--- config.mk ---
export PLATFORM = sky130hd
export DESIGN_NAME = hsid_top
export DESIGN_NICKNAME = d
export VERILOG_FILES = /design/src/rtl/hsid_cfg_pkg.sv /design/src/rtl/hsid_pkg.sv /design/src/rtl/hsid_compare.sv /design/src/rtl/hsid_fsm.sv /design/src/rtl/hsid_measure_buf.sv /design/src/rtl/hsid_mse.sv /design/src/rtl/hsid_ref_fifo.sv /design/src/rtl/hsid_top.sv
export SDC_FILE = /design/constraint.sdc
export NUM_CORES = 1
export LEC_CHECK = 0
export BUFFER_PORTS_ARGS = -buffer_cell sky130_fd_sc_hd__buf_2
export CORE_MARGIN = 2
export CORE_UTILIZATION = 52
export DETAILED_ROUTE_END_ITERATION = 7
export PLACE_DENSITY = 0.69
export SLEW_MARGIN = 40
export SYNTH_ARGS = -nofsm -noshare
export SYNTH_HDL_FRONTEND = slang
export SYNTH_HIERARCHICAL = 1
export SYNTH_SLANG_ARGS = --single-unit
--- constraint.sdc ---
create_clock -name clk -period 7.98 [get_ports clk]
set_input_delay 0.399 -clock clk [delete_from_list [all_inputs] [get_ports clk]]
set_output_delay 0.399 -clock clk [all_outputs]
set_load 0.005 [all_outputs]
--- src/rtl/hsid_cfg_pkg.sv ---
package hsid_cfg_pkg;

  // Spectrum geometry
  localparam int HSI_BANDS = 16;                         // Bands per spectrum
  localparam int BAND_W = 8;                             // Bits per band sample
  localparam int WORD_W = 2 * BAND_W;                    // Two bands per word
  localparam int ELEMENTS = HSI_BANDS / 2;               // Words per vector
  localparam int ELEMENTS_ADDR = $clog2(ELEMENTS);       // Element counter width

  // Library limits
  localparam int HSI_LIBRARY_SIZE = 16;
  localparam int HSI_LIBRARY_SIZE_ADDR = $clog2(HSI_LIBRARY_SIZE);  // Vector index width

  // 16 bands of 255^2 fit easily in 24 bits
  localparam int SSE_W = 24;

  localparam int REF_FIFO_DEPTH = 4;                     // Power of two

endpackage

--- src/rtl/hsid_pkg.sv ---
package hsid_pkg;

  // Run states of the control FSM
  typedef enum logic [2:0] {
    IDLE,           // Waiting for start
    READ_MEASURE,   // Loading the pixel vector
    COMPUTE_MSE,    // Streaming the library
    WAIT_MSE,       // Last score still in the pipeline
    COMPARE_MSE,    // Last score in the comparator
    DONE            // One-cycle done pulse
  } hsid_state_t;

endpackage

--- src/rtl/hsid_compare.sv ---
`timescale 1ns/1ps

module hsid_compare
  import hsid_cfg_pkg::*;
(
  input  logic                             clk,
  input  logic                             rst_n,
  input  logic                             msi_valid,
  input  logic [SSE_W-1:0]                 msi_score,
  input  logic                             msi_last,
  output logic [HSI_LIBRARY_SIZE_ADDR-1:0] best_index,
  output logic [SSE_W-1:0]                 best_mse,
  output logic                             msi_comparison_valid
);

  logic [HSI_LIBRARY_SIZE_ADDR-1:0] idx_count;  // Index of the incoming score
  logic                             take;

  // First vector of a run always wins and ties keep the lower index
  assign take = msi_valid && ((idx_count == '0) || (msi_score < best_mse));

  always_ff @(posedge clk or negedge rst_n) begin
    if (!rst_n) begin
      idx_count            <= '0;
      best_index           <= '0;
      best_mse             <= '0;
      msi_comparison_valid <= 1'b0;
    end else begin
      msi_comparison_valid <= msi_valid && msi_last;  // Run result settled
      if (msi_valid) begin
        idx_count <= msi_last ? '0 : idx_count + 1'b1;
      end
      if (take) begin
        best_index <= idx_count;
        best_mse   <= msi_score;
      end
    end
  end

endmodule

--- src/rtl/hsid_fsm.sv ---
`timescale 1ns/1ps

module hsid_fsm
  import hsid_cfg_pkg::*, hsid_pkg::*;
(
  input  logic                           clk,
  input  logic                           rst_n,
  input  logic                           start,
  input  logic [HSI_LIBRARY_SIZE_ADDR:0] hsi_library_size,
  input  logic                           fifo_measure_full,
  input  logic                           fifo_measure_empty,
  input  logic                           fifo_ref_full,
  input  logic                           fifo_ref_empty,
  input  logic                           msi_valid,
  input  logic                           msi_comparison_valid,
  output hsid_state_t                    state,
  output logic                           fifo_both_read_en,
  output logic                           element_start,
  output logic                           element_last,
  output logic                           element_valid,
  output logic                           vctr_last,
  output logic                           idle,
  output logic                           ready,
  output logic                           done
);

  localparam logic [ELEMENTS_ADDR-1:0] LAST_ELEM = ELEMENTS_ADDR'(ELEMENTS - 1);

  hsid_state_t                      next_state;
  logic [ELEMENTS_ADDR-1:0]         element_count;
  logic [HSI_LIBRARY_SIZE_ADDR-1:0] vctr_count;  // Vectors fully read
  logic                             cnt_clear;
  logic                             rd_last_elem;  // Reading last word of a vector

  assign fifo_both_read_en = (state == COMPUTE_MSE) && !fifo_ref_empty && !fifo_measure_empty;
  assign rd_last_elem = fifo_both_read_en && (element_count == LAST_ELEM);
  assign cnt_clear = (state == IDLE) && start;
  // Counter moves one cycle after the read, so this holds through element_last
  assign vctr_last = ({1'b0, vctr_count} == hsi_library_size - 1'b1);

  always_ff @(posedge clk or negedge rst_n) begin
    if (!rst_n) begin
      state         <= IDLE;
      element_count <= '0;
      vctr_count    <= '0;
      element_valid <= 1'b0;
      element_start <= 1'b0;
      element_last  <= 1'b0;
    end else begin
      state <= next_state;
      // Strobes line up with the registered read data
      element_valid <= fifo_both_read_en;
      element_start <= fifo_both_read_en && (element_count == '0);
      element_last  <= rd_last_elem;
      if (cnt_clear) begin
        element_count <= '0;
        vctr_count    <= '0;
      end else begin
        if (fifo_both_read_en) begin
          element_count <= rd_last_elem ? '0 : element_count + 1'b1;
        end
        if (element_valid && element_last) begin
          vctr_count <= vctr_count + 1'b1;
        end
      end
    end
  end

  always_comb begin
    next_state = state;
    idle  = 1'b0;
    ready = 1'b0;
    done  = 1'b0;
    case (state)
      IDLE: begin
        idle = 1'b1;
        if (start) next_state = READ_MEASURE;
      end
      READ_MEASURE: begin
        ready = 1'b1;  // Host loads the pixel
        if (fifo_measure_full) next_state = COMPUTE_MSE;
      end
      COMPUTE_MSE: begin
        ready = !fifo_ref_full;  // Back-pressure on the library stream
        if (rd_last_elem && vctr_last) next_state = WAIT_MSE;
      end
      WAIT_MSE: begin
        if (msi_valid) next_state = COMPARE_MSE;
      end
      COMPARE_MSE: begin
        if (msi_comparison_valid) next_state = DONE;
      end
      DONE: begin
        done       = 1'b1;
        next_state = IDLE;
      end
      default: begin
        idle       = 1'b1;
        next_state = IDLE;
      end
    endcase
  end

endmodule

--- src/rtl/hsid_measure_buf.sv ---
`timescale 1ns/1ps

module hsid_measure_buf
  import hsid_cfg_pkg::*;
(
  input  logic              clk,
  input  logic              rst_n,
  input  logic [WORD_W-1:0] measure_data,
  input  logic              measure_valid,
  input  logic              clear,
  input  logic              read_en,
  output logic [WORD_W-1:0] rd_data,
  output logic              full,
  output logic              empty
);

  logic [WORD_W-1:0]        mem [ELEMENTS];  // Pixel vector storage
  logic [ELEMENTS_ADDR-1:0] wr_ptr;
  logic [ELEMENTS_ADDR-1:0] rd_ptr;           // Wraps to replay the vector
  logic                     loaded;           // All words present

  localparam logic [ELEMENTS_ADDR-1:0] LAST_PTR = ELEMENTS_ADDR'(ELEMENTS - 1);

  always_ff @(posedge clk or negedge rst_n) begin
    if (!rst_n) begin
      wr_ptr <= '0;
      rd_ptr <= '0;
      loaded <= 1'b0;
    end else if (clear) begin  // End of run
      wr_ptr <= '0;
      rd_ptr <= '0;
      loaded <= 1'b0;
    end else begin
      if (measure_valid && !loaded) begin
        wr_ptr <= (wr_ptr == LAST_PTR) ? '0 : wr_ptr + 1'b1;
        loaded <= (wr_ptr == LAST_PTR);  // Last word completes the vector
      end
      if (read_en) begin
        rd_ptr <= (rd_ptr == LAST_PTR) ? '0 : rd_ptr + 1'b1;
      end
    end
  end

  // Pixel words and the replay register
  always_ff @(posedge clk) begin
    if (measure_valid && !loaded) begin
      mem[wr_ptr] <= measure_data;
    end
    if (read_en) begin
      rd_data <= mem[rd_ptr];  // Registered replay word
    end
  end

  assign full  = loaded;
  assign empty = !loaded && (wr_ptr == '0);  // Nothing written yet

endmodule

--- src/rtl/hsid_mse.sv ---
`timescale 1ns/1ps

module hsid_mse
  import hsid_cfg_pkg::*;
(
  input  logic              clk,
  input  logic              rst_n,
  input  logic [WORD_W-1:0] measure_word,
  input  logic [WORD_W-1:0] ref_word,
  input  logic              element_valid,
  input  logic              element_start,
  input  logic              element_last,
  input  logic              vctr_last,
  output logic              msi_valid,
  output logic [SSE_W-1:0]  msi_score,
  output logic              msi_last
);

  logic [BAND_W-1:0]   d_lo, d_hi;     // Absolute band differences
  logic [2*BAND_W-1:0] sq_lo, sq_hi;
  logic [2*BAND_W:0]   sq_sum;         // One carry bit
  logic [2*BAND_W:0]   s1_sum;
  logic                s1_valid, s1_start, s1_last, s1_vlast;
  logic [SSE_W-1:0]    acc;

  // Even band in the low byte
  assign d_lo = (measure_word[BAND_W-1:0] > ref_word[BAND_W-1:0]) ?
                measure_word[BAND_W-1:0] - ref_word[BAND_W-1:0] :
                ref_word[BAND_W-1:0] - measure_word[BAND_W-1:0];
  assign d_hi = (measure_word[WORD_W-1:BAND_W] > ref_word[WORD_W-1:BAND_W]) ?
                measure_word[WORD_W-1:BAND_W] - ref_word[WORD_W-1:BAND_W] :
                ref_word[WORD_W-1:BAND_W] - measure_word[WORD_W-1:BAND_W];
  assign sq_lo  = d_lo * d_lo;
  assign sq_hi  = d_hi * d_hi;
  assign sq_sum = sq_lo + sq_hi;

  always_ff @(posedge clk or negedge rst_n) begin
    if (!rst_n) begin
      s1_valid  <= 1'b0;
      s1_start  <= 1'b0;
      s1_last   <= 1'b0;
      s1_vlast  <= 1'b0;
      msi_valid <= 1'b0;
      msi_last  <= 1'b0;
    end else begin
      s1_valid  <= element_valid;              // Stage one strobes
      s1_start  <= element_valid && element_start;
      s1_last   <= element_valid && element_last;
      s1_vlast  <= vctr_last;                  // Sampled with the word
      msi_valid <= s1_valid && s1_last;        // Vector total ready
      if (s1_valid && s1_last) msi_last <= s1_vlast;
    end
  end

  // Datapath registers
  always_ff @(posedge clk) begin
    s1_sum <= sq_sum;
    if (s1_valid) begin
      // Restart on the first word of each vector
      acc <= s1_start ? {{(SSE_W-2*BAND_W-1){1'b0}}, s1_sum}
                      : acc + {{(SSE_W-2*BAND_W-1){1'b0}}, s1_sum};
    end
  end

  assign msi_score = acc;  // Held until the next vector starts

endmodule

--- src/rtl/hsid_ref_fifo.sv ---
`timescale 1ns/1ps

module hsid_ref_fifo
  import hsid_cfg_pkg::*;
(
  input  logic              clk,
  input  logic              rst_n,
  input  logic [WORD_W-1:0] wr_data,
  input  logic              wr_en,
  input  logic              rd_en,
  output logic [WORD_W-1:0] rd_data,
  output logic              full,
  output logic              empty
);

  logic [WORD_W-1:0]                     mem [REF_FIFO_DEPTH];
  logic [$clog2(REF_FIFO_DEPTH)-1:0]     wr_ptr;  // Natural wrap
  logic [$clog2(REF_FIFO_DEPTH)-1:0]     rd_ptr;
  logic [$clog2(REF_FIFO_DEPTH):0]       count;   // Occupancy
  logic                                  wr_ok;
  logic                                  rd_ok;

  assign wr_ok = wr_en && !full;   // Writes into a full FIFO are lost
  assign rd_ok = rd_en && !empty;

  always_ff @(posedge clk or negedge rst_n) begin
    if (!rst_n) begin
      wr_ptr <= '0;
      rd_ptr <= '0;
      count  <= '0;
    end else begin
      if (wr_ok) wr_ptr <= wr_ptr + 1'b1;
      if (rd_ok) rd_ptr <= rd_ptr + 1'b1;
      case ({wr_ok, rd_ok})
        2'b10:   count <= count + 1'b1;
        2'b01:   count <= count - 1'b1;
        default: count <= count;  // Both or neither
      endcase
    end
  end

  always_ff @(posedge clk) begin
    if (wr_ok) mem[wr_ptr] <= wr_data;
    if (rd_ok) rd_data <= mem[rd_ptr];  // One cycle after rd_en
  end

  assign full  = (count == REF_FIFO_DEPTH);
  assign empty = (count == '0);

endmodule

--- src/rtl/hsid_top.sv ---
`timescale 1ns/1ps

module hsid_top
  import hsid_cfg_pkg::*, hsid_pkg::*;
(
  input  logic                             clk,
  input  logic                             rst_n,
  input  logic                             start,
  input  logic [HSI_LIBRARY_SIZE_ADDR:0]   hsi_library_size,
  input  logic [WORD_W-1:0]                measure_data,
  input  logic                             measure_valid,
  input  logic [WORD_W-1:0]                ref_data,
  input  logic                             ref_valid,
  output logic                             idle,
  output logic                             ready,
  output logic                             done,
  output logic [HSI_LIBRARY_SIZE_ADDR-1:0] best_index,
  output logic [SSE_W-1:0]                 best_mse
);

  logic [WORD_W-1:0] meas_word, ref_word;
  logic              meas_full, meas_empty, ref_full, ref_empty;
  logic              both_rd_en;
  logic              element_start, element_last, element_valid, vctr_last;
  logic              msi_valid, msi_last, msi_comparison_valid;
  logic [SSE_W-1:0]  msi_score;

  hsid_measure_buf measure_buf_i (
    .clk, .rst_n, .measure_data, .measure_valid,
    .clear   (done),        // Emptied at the end of every run
    .read_en (both_rd_en),
    .rd_data (meas_word),
    .full    (meas_full),
    .empty   (meas_empty)
  );

  hsid_ref_fifo ref_fifo_i (
    .clk, .rst_n,
    .wr_data (ref_data),
    .wr_en   (ref_valid),
    .rd_en   (both_rd_en),
    .rd_data (ref_word),
    .full    (ref_full),
    .empty   (ref_empty)
  );

  hsid_fsm fsm_i (
    .clk, .rst_n, .start, .hsi_library_size,
    .fifo_measure_full (meas_full),
    .fifo_measure_empty(meas_empty),
    .fifo_ref_full     (ref_full),
    .fifo_ref_empty    (ref_empty),
    .msi_valid, .msi_comparison_valid,
    .state             (),
    .fifo_both_read_en (both_rd_en),
    .element_start, .element_last, .element_valid, .vctr_last,
    .idle, .ready, .done
  );

  hsid_mse mse_i (
    .clk, .rst_n,
    .measure_word (meas_word),
    .ref_word     (ref_word),
    .element_valid, .element_start, .element_last, .vctr_last,
    .msi_valid, .msi_score, .msi_last
  );

  hsid_compare compare_i (
    .clk, .rst_n, .msi_valid, .msi_score, .msi_last,
    .best_index, .best_mse, .msi_comparison_valid
  );

endmodule

== Yosys cells after proc, flatten, opt, wreduce, memory -nomap -nowiden ==
Memory sizes are Yosys's and may differ from the RTL's. A register that Yosys moved wholly into a read port is not among the register bits.
Cells that the tools add are included.

* Flip-flop bits (word level): 107
* Bits in latches: 0
* RAM bits: 192
* ROM bits: 0
* Input bits: 42
* Output and inout port bits: 31
* Word-level logic and storage cells: 128
* Memories kept: 2

* $add $sub $neg: 16
* $mul: 2
* Divide/modulo/power cells: 0
* Order comparisons: 3
* Eq/ne operators: 17
* Shift operators: 0
* Muxes and demuxes: 31
* Bitwise gates (word level): 0
* Reductions and logical operators: 32

{| class="wikitable"
|+ Memories
! name !! depth !! bits a word !! read ports !! clocked after memory_dff !! write ports !! line !! RTL
|-
| measure_buf_i.mem || 8 || 16 || 1 || 1 || 1 || hsid_measure_buf.sv:17 || <nowiki>logic [WORD_W-1:0] mem [ELEMENTS];</nowiki>
|-
| ref_fifo_i.mem || 4 || 16 || 1 || 1 || 1 || hsid_ref_fifo.sv:16 || <nowiki>logic [WORD_W-1:0] mem [REF_FIFO_DEPTH];</nowiki>
|}

{| class="wikitable"
|+ Operators by type and width
! operator !! count
|-
| 3-bit two-way mux || 14
|-
| 8-bit by 8-bit multiplier with 16-bit output || 2
|-
| 8-bit subtractor || 4
|-
| 24-bit by 17-bit adder with 24-bit output || 1
|-
| 24-bit < comparator || 1
|-
| 3-bit == test (second input constant) || 6
|-
| 16-bit by 16-bit adder with 17-bit output || 1
|-
| 17-bit two-way mux || 1
|-
| 8-bit greater-than comparator || 2
|-
| 8-bit two-way mux || 2
|-
| 1-bit logical AND || 15
|-
| 3-bit one-hot mux with 5 select lines || 1
|-
| 3-bit by 1-bit adder with 3-bit output (second input constant) || 4
|-
| 3-bit zero test || 4
|-
| 4-bit two-way mux || 3
|-
| 2-bit nonzero test || 5
|-
| 4-bit by 1-bit adder with 4-bit output (second input constant) || 2
|-
| 1-bit two-way mux || 8
|-
| 3-bit by 2-bit == test with 1-bit output (second input constant) || 2
|-
| 2-bit inequality test (second input constant) || 3
|-
| 3-bit one-hot mux with 2 select lines || 1
|-
| 4-bit by 5-bit == test with 1-bit output || 1
|-
| 5-bit AND reduction || 1
|-
| 5-bit OR reduction || 1
|-
| other kinds (11) || 16
|}

== Logic depth before layout (Yosys ltp) ==
Gate-level depths: netlist (run 1).

* Word-level depth: 8
* Mapped depth: 29
* Depth with buffers taken out: 29

== Modules after synthesis ==
Netlist (run 1), hierarchy kept.

{| class="wikitable"
|+ By module, submodules not included
! module !! instances !! cells an instance !! area each (um2)
|-
| hsid_mse || 1 || 818 || 7328.3
|-
| hsid_measure_buf || 1 || 249 || 5838.1
|-
| hsid_ref_fifo || 1 || 137 || 3255.6
|-
| hsid_compare || 1 || 270 || 2532.4
|-
| hsid_fsm || 1 || 87 || 829.5
|}

== Worst setup path after synthesis (run 1) ==
Ideal clock, no wire load.

* Kind: reg-to-reg
* Start: register measure_buf_i.rd_data[0], read port of measure_buf_i.mem
* End: register mse_i.s1_sum[14]
* Arrival: 7106 ps
* Required time: 7861 ps
* Setup slack: 755 ps
* Cell stages (with the launch flop): 29
* Path buffers: 0
* Clock period less this slack: 7225 ps
* Path through: edfxtp_1 -> inv_1 -> ha_1 -> inv_1 -> fa_1 -> a21o_1 -> a31o_1 -> a22oi_4 -> mux2i_1 -> xor2_1 -> inv_1 -> fa_1 -> inv_1 -> fa_1 -> fa_1 -> inv_1 -> fa_1 -> fa_1 -> inv_1 -> fa_1 -> inv_1 -> ha_1 -> o21a_1 -> a21oi_1 -> o21ai_0 -> a31oi_1 -> nor2b_1 -> o41a_1 -> xor2_1

* Longest elaborated chain between the ends: 4
* Elaborated cells on any way between the ends: 6

{| class="wikitable"
|+ Ends and longest elaborated chain
! item !! line !! RTL
|-
| start, declared || hsid_measure_buf.sv:12 || <nowiki>output logic [WORD_W-1:0] rd_data,</nowiki>
|-
| 8-bit subtractor (tied with other cells) || hsid_mse.sv:29 || <nowiki>ref_word[BAND_W-1:0] - measure_word[BAND_W-1:0];</nowiki>
|-
| 8-bit two-way mux (*) || hsid_mse.sv:27 || <nowiki>assign d_lo = (measure_word[BAND_W-1:0] > ref_word[BAND_W-1:0]) ?</nowiki>
|-
| 8-bit by 8-bit multiplier with 16-bit output (*) || hsid_mse.sv:33 || <nowiki>assign sq_lo = d_lo * d_lo;</nowiki>
|-
| 16-bit by 16-bit adder with 17-bit output (*) || hsid_mse.sv:35 || <nowiki>assign sq_sum = sq_lo + sq_hi;</nowiki>
|-
| via mse_i.sq_sum[14] || hsid_mse.sv:21 || <nowiki>logic [2*BAND_W:0] sq_sum;</nowiki>
|-
| end signal, assigned || hsid_mse.sv:57 || <nowiki>s1_sum <= sq_sum;</nowiki>
|-
| end, declared || hsid_mse.sv:22 || <nowiki>logic [2*BAND_W:0] s1_sum;</nowiki>
|}

Mark *: on every way through the listed nets, which the timed path passes. The rest lies on a longest branch.
A chain may end at the register's enable or synchronous reset.

== Worst setup path after layout (run 1) ==
Same ends and word-level chain as after synthesis.

==> flow_metrics.tcl, run 1 <==
set metrics [dict create \
    synth_area_leaders "edfxtp_1, ha_1, dfrtp_1, fa_1, mux4_1" \
    insertion_delay_ns 0.55 \
    ys_ff_latch 331 \
    fin_cells 2189 \
    final_max_slew_viol_count 0 \
    worstPathRequired_ns 8.40 \
    worstSetupStartpointType "register" \
    synth.avg_cell_area_sq_um 12.7 \
    synth_top_cell_by_area "edfxtp_1" \
    wl_mm 40.7 \
    post_drt_wl_per_cell_microns 18.6 \
    start_util_pct 52.6 \
    grt_pass1_wl_mm 66.2 \
    path_buf_inv 6 \
    first_iter_violations 648 \
    async_flop_share_pct 19.9 \
    crit_arrival_ns 8.03 \
    tightestPinTransition_ns 0.822 \
    finClkSkew_ns 0.0255 \
    place_congestion 0.870 \
    outcome "complete, no violations" \
    portBuffers 72 \
    end_kind "register" \
    synth_nets 1826 \
    root_buffer "clkbuf_16" \
    io_pins 73 \
    track_usage_pct 21.5 \
    nFillCells 3017 \
    synth_cell_types 86 \
    nets 1915 \
    clk_pin_slew_ns 0.06 \
    cpMostUsedCell "fa_1" \
    core_area_sq_um 37600 \
    drt-pass1-iter-count 7 \
    path_class "register to register" \
    synthToLayoutAreaGrowth_pct 10.9 \
    hold_class "input pin to register" \
    place_inst 2119 \
    drive_above_1_share_pct 15.4 \
    synthCells 1561 \
    ys_warn_count 6 \
    gr-total-overflow 0 \
    crit_path_top_delay_cell "fa_1" \
    synth_edf_count 248 \
    num_vias 12148 \
    grt_max_degree 67 \
    setup_violations 0 \
    tritoncts "built" \
    h-tree-depth 2 \
    cap_violations 0 \
    die_height_microns 199 \
    hold_viol_final 0 \
    relSlewSlack_pct 45.0 \
    synthFlopType "edfxtp_1" \
    cp_max_fo 7 \
    antenna_found_initial 0 \
    multi_input_comb_area_sq_um 9250 \
    yosysSeqAreaShare_pct 47.7 \
    min_period_ns 7.61 \
    fp.dieW_microns 199 \
    clock_sinks 331 \
    crit_family "adder cells" \
    netlist_area_sq_um 19800 \
    synth_top_area_share_pct 37.6 \
    fmax_ghz 0.131 \
    cpPeakStageDelay_ns 0.55 \
    grt_pass1_vias 12626 \
    seqCellArea_sq_um 9440 \
    cts_buffer_depth 3 \
    die_area_sq_um 39600 \
    routed_via_density 5.55 \
    fin_crit_sh_pct 95.4 \
    hpwlAfterDp_mm 28.4 \
    drtAntennaViolNets 0 \
    rows 71 \
    drc_errors 0 \
    num_antenna_cells 0 \
    cts-buffers-inserted 36 \
]
## worst reg2reg max path: stages (launching register included)
cell	delay [ns]
edfxtp_1	0.39
inv_1	0.08
ha_1	0.13
inv_1	0.06
fa_1	0.40
a21o_1	0.21
a31o_1	0.26
a22oi_4	0.35
mux2i_1	0.51
inv_1	0.25
nand2_1	0.15
fa_1	0.45
fa_1	0.51
fa_1	0.51
inv_1	0.05
fa_1	0.46
fa_1	0.55
inv_1	0.06
fa_1	0.53
inv_1	0.04
ha_1	0.32
o21a_1	0.14
a21oi_1	0.22
o21ai_1	0.13
a31oi_1	0.19
nor2b_1	0.09
o41a_1	0.32
xor2_1	0.15
## timing repair
| item | CTS | global route |
|---|---|---|
| setup buffers | 0 | 3 |
| endpoints found under the hold margin | 66 | 0 |
| endpoints found under the setup margin | 0 | 5 |
| resized for setup | 0 | 6 |
| hold buffers | 1 | 0 |
## Yosys cell counts, drive strengths merged (3+ instances only)
library cell  instances
a211oi                3
a21o                 18
a21oi                66
a311oi                3
a31o                  4
a31oi                15
and2                 14
and3                  7
and4                  7
buf                  36
clkbuf               21
dfrtp                66
dfxtp                17
edfxtp              248
fa                   82
ha                  141
inv                 208
mux2                 22
mux2i                23
mux4                 48
nand2                59
nand2b               16
nand3                56
nand3b                4
nand4                 5
nor2                 87
nor2b                13
nor3                 14
nor3b                10
o211ai               59
o21a                  8
o21ai                71
o21bai                6
o311ai                3
o31ai                 7
or2                   8
xnor2                30
xor2                 30
## cell usage in the layout (no fill, tap or decap), types with 6 or more instances in the layout
cell type and instances:
and4_1 7, o31ai_1 6, ha_1 140, mux2i_1 20, nor3_1 10, a21oi_1 64, xnor2_1 27, a21o_1 18
nand2b_1 15, fa_1 82, clkinv_1 7, o211ai_2 20, o21a_1 7, nor3b_1 9, inv_1 204, buf_4 30
o21bai_1 6, clkbuf_16 38, o211ai_1 39, nand2_1 58, edfxtp_1 248, and2_1 13, mux2_2 21, dfxtp_1 17
mux4_1 37, nor2b_1 12, dfrtp_1 64, nor2_1 87, and3_1 7, o21ai_1 20, o21ai_0 48, xor2_1 27
nand3_1 54, clkbuf_1 10, buf_2 72, mux4_2 11, a31oi_1 15
## final cells by class
type	instances	share of cell area, %
repair buffers	108	2.97
well taps	511	2.91
inverters	208	3.56
flip-flops and latches	331	43.0
clock buffers	50	4.63
multi-input cells	965	42.2
clock inverters	16	0.747
## logic make-up (layout without fill, tap and decap cells)
kind of cell,after synthesis,after routing,synth area share (%)
flops,331,331,47.7
simple gates,309,309,8.02
compound gates,280,280,9.83
buf+inv,265,382,5.76
fa+ha+maj,223,223,17.2
mux,93,93,8.60
xor+xnor,60,60,2.86
## through the flow
step	cell area (sq um)	hold WS (ns)	setup slack, ns	util (%)	setup TNS, ns
3_3_place_gp	20600	0.435	0.391	54.9	0
5_1_grt	21900	0.0562	-0.0139	58.4	-0.0139
6_report	21900	0.0698	0.367	58.4	0
4_1_cts	21900	0.0344	0.251	58.3	0
2_1_floorplan	19800	0.103	0.755	-	0
3_5_place_dp	20700	0.441	0.270	55.1	0
## flip-flops by register name, indices dropped and copies added (netlist names), 16 cells and up
name                   count
measure_buf_i/mem        128
ref_fifo_i/mem            64
compare_i/best_mse        24
mse_i/msi_score           24
mse_i/s1_sum              17
measure_buf_i/rd_data     16
ref_fifo_i/rd_data        16
## worst paths after layout
path | startpoint | to | slack (ns) | cells after the start
max reg2reg | measure_buf_i/rd_data[0] | mse_i/s1_sum[14] | 0.37 | 27
max | measure_buf_i/rd_data[0] | mse_i/s1_sum[14] | 0.37 | 27
min | ref_data[12] | ref_fifo_i/mem[1][12] | 0.07 | 1
max in group asynchronous | rst_n | measure_buf_i/rd_ptr[1] | 6.95 | 3
min in group asynchronous | rst_n | compare_i/best_mse[11] | 0.50 | 3
min reg2reg | fsm_i/element_start | mse_i/s1_start | 0.44 | 1
## metal layers
metal,vias to the layer above,wire length [microns],track usage (%)
li1,5798,-,-
met5,-,0,0
met1,6023,17100,27.1
met3,74,1490,2.84
met4,0,1210,7.68
met2,253,20900,38.3
Power of run 1 is not shown: default switching activity piles up to over one toggle a cycle in this logic, so the estimate is an artifact.
==> inputs of run 2 (changes only) <==
CORE_UTILIZATION = 35   (was 52)
CTS_BUF_LIST = sky130_fd_sc_hd__clkbuf_2   (was unset)
PLACE_DENSITY = unset   (was 0.69)
==> flow_metrics.tcl, run 2 (synthesis gave the netlist of run 1 again) <==
set metrics [dict create \
    final_common_cell "edfxtp_1" \
    grtUsageMet2_pct 26.0 \
    fin_cells 2602 \
    hold_viol_final 0 \
    finClkSkew_ns 0.105 \
    hpwlAfterDp_mm 29.5 \
    worstPathRequired_ns 8.93 \
    use_met1_pct 17.8 \
    clock_sinks 331 \
    tritoncts "built" \
    cts-buffers-inserted 88 \
    top_register "measure_buf_i/mem" \
    grt_pass1_vias 13412 \
    use_met3_pct 2.79 \
    rows 87 \
    num_vias 12624 \
    grt_busiest_layer "met2" \
    final.setup.worst_slack_ns 0.391 \
    cp_max_fo 6 \
    fin_crit_sh_pct 95.1 \
    cpMostUsedCell "fa_1" \
    post_drt_wl_per_cell_microns 16.3 \
    first_iter_violations 546 \
    die_height_microns 242 \
    drtAntennaViolNets 0 \
    layout_common_cells "edfxtp_1, inv_1, ha_1" \
    crit_path_top_delay_cell "fa_1" \
    place_inst 2361 \
    largest_reg_flops 128 \
    drc_errors 0 \
    cap_violations 0 \
    track_usage_pct 14.8 \
    drt-pass1-iter-count 4 \
    postLayoutCellArea_sq_um 22600 \
    hold_class "input pin to register" \
    nets 2037 \
    fmax_ghz 0.132 \
    crit_arrival_ns 8.54 \
    relSlewSlack_pct 48.5 \
    fp.dieW_microns 242 \
    min_period_ns 7.59 \
    tightestPinTransition_ns 0.771 \
    largestRegisters "measure_buf_i/mem: 128 flops, ref_fifo_i/mem: 64 flops" \
    outcome "complete, no violations" \
    cpPeakStageDelay_ns 0.55 \
    insertion_delay_ns 1.11 \
    grt_pass1_wl_mm 69.4 \
    end_kind "register" \
    core_area_sq_um 56200 \
    wl_mm 42.5 \
    setup_violations 0 \
    root_buffer "clkbuf_2" \
    worstSetupStartpointType "register" \
    synthToLayoutAreaGrowth_pct 14.3 \
    clk_pin_slew_ns 0.10 \
    io_pins 73 \
    gr-total-overflow 0 \
    die_area_sq_um 58400 \
    h-tree-depth 3 \
    grt_max_degree 67 \
    postPlaceCellArea_sq_um 21000 \
    place_ws_ns 0.360 \
    routed_via_density 4.85 \
    portBuffers 72 \
    final_max_slew_viol_count 0 \
    start_util_pct 35.2 \
    antenna_found_initial 1 \
    drive_above_1_share_pct 19.2 \
    cts_buffer_depth 3 \
    place_congestion 0.853 \
    path_class "register to register" \
]
-- run 2: what timing repair did --
action                                  CTS  global route
endpoints found under the setup margin    0             3
hold buffers                             75             0
resized for setup                         0             3
endpoints found under the hold margin   280             0
setup buffers                             0             2
-- run 2: layout make-up --
cell class / instances / area [sq um]
antenna: 2 / 5.00
clock inverter: 29 / 171
tap: 756 / 946
timing repair buffer: 178 / 1350
clock buffer: 133 / 666
inverter: 208 / 781
sequential: 331 / 9440
multi-input combinational: 965 / 9240
fill: 5387 / 33600
-- run 2: per-layer routing --
metal	share of wire, %	up-vias
met5	0	-
met4	2.7	0
met3	3.6	65
met2	51	226
met1	43	6215
li1	-	6118
-- run 2: final timing paths --
kind,to,slack [ns],cells past startpoint,start
hold / removal,ref_fifo_i/mem[1][14],0.15,2,ref_data[14]
min in group asynchronous,compare_i/best_mse[14],0.54,4,rst_n
setup reg to reg,mse_i/s1_sum[14],0.39,29,measure_buf_i/rd_data[0]
hold reg to reg,mse_i/s1_start,0.45,1,fsm_i/element_start
max in group asynchronous,mse_i/s1_valid,6.89,4,rst_n
setup / recovery,mse_i/s1_sum[14],0.39,29,measure_buf_i/rd_data[0]
-- run 2: stage by stage --
step / hold WS, ns / utilization [%] / TNS, ns
2_1_floorplan: 0.103 / - / 0
3_3_place_gp: 0.437 / 37.3 / 0
3_5_place_dp: 0.452 / 37.4 / 0
4_1_cts: 0.00716 / 40.2 / 0
5_1_grt: 0.0813 / 40.2 / -0.00299
6_report: 0.147 / 40.2 / 0
-- run 2: worst max-delay path, delay by kind of cell, from the launching register on --
| kind | cells | cell delay (ns) |
|---|---|---|
| xor gates and xnor gates | 2 | 0.36 |
| DFF | 1 | 0.40 |
| AOI/OAI and AO/OA | 8 | 1.80 |
| buffers and inverters | 7 | 0.57 |
| and+or+nand+nor | 2 | 0.21 |
| adders and majority gates | 9 | 3.84 |
| muxes | 1 | 0.27 |
Power of run 2 is left out for the same reason.
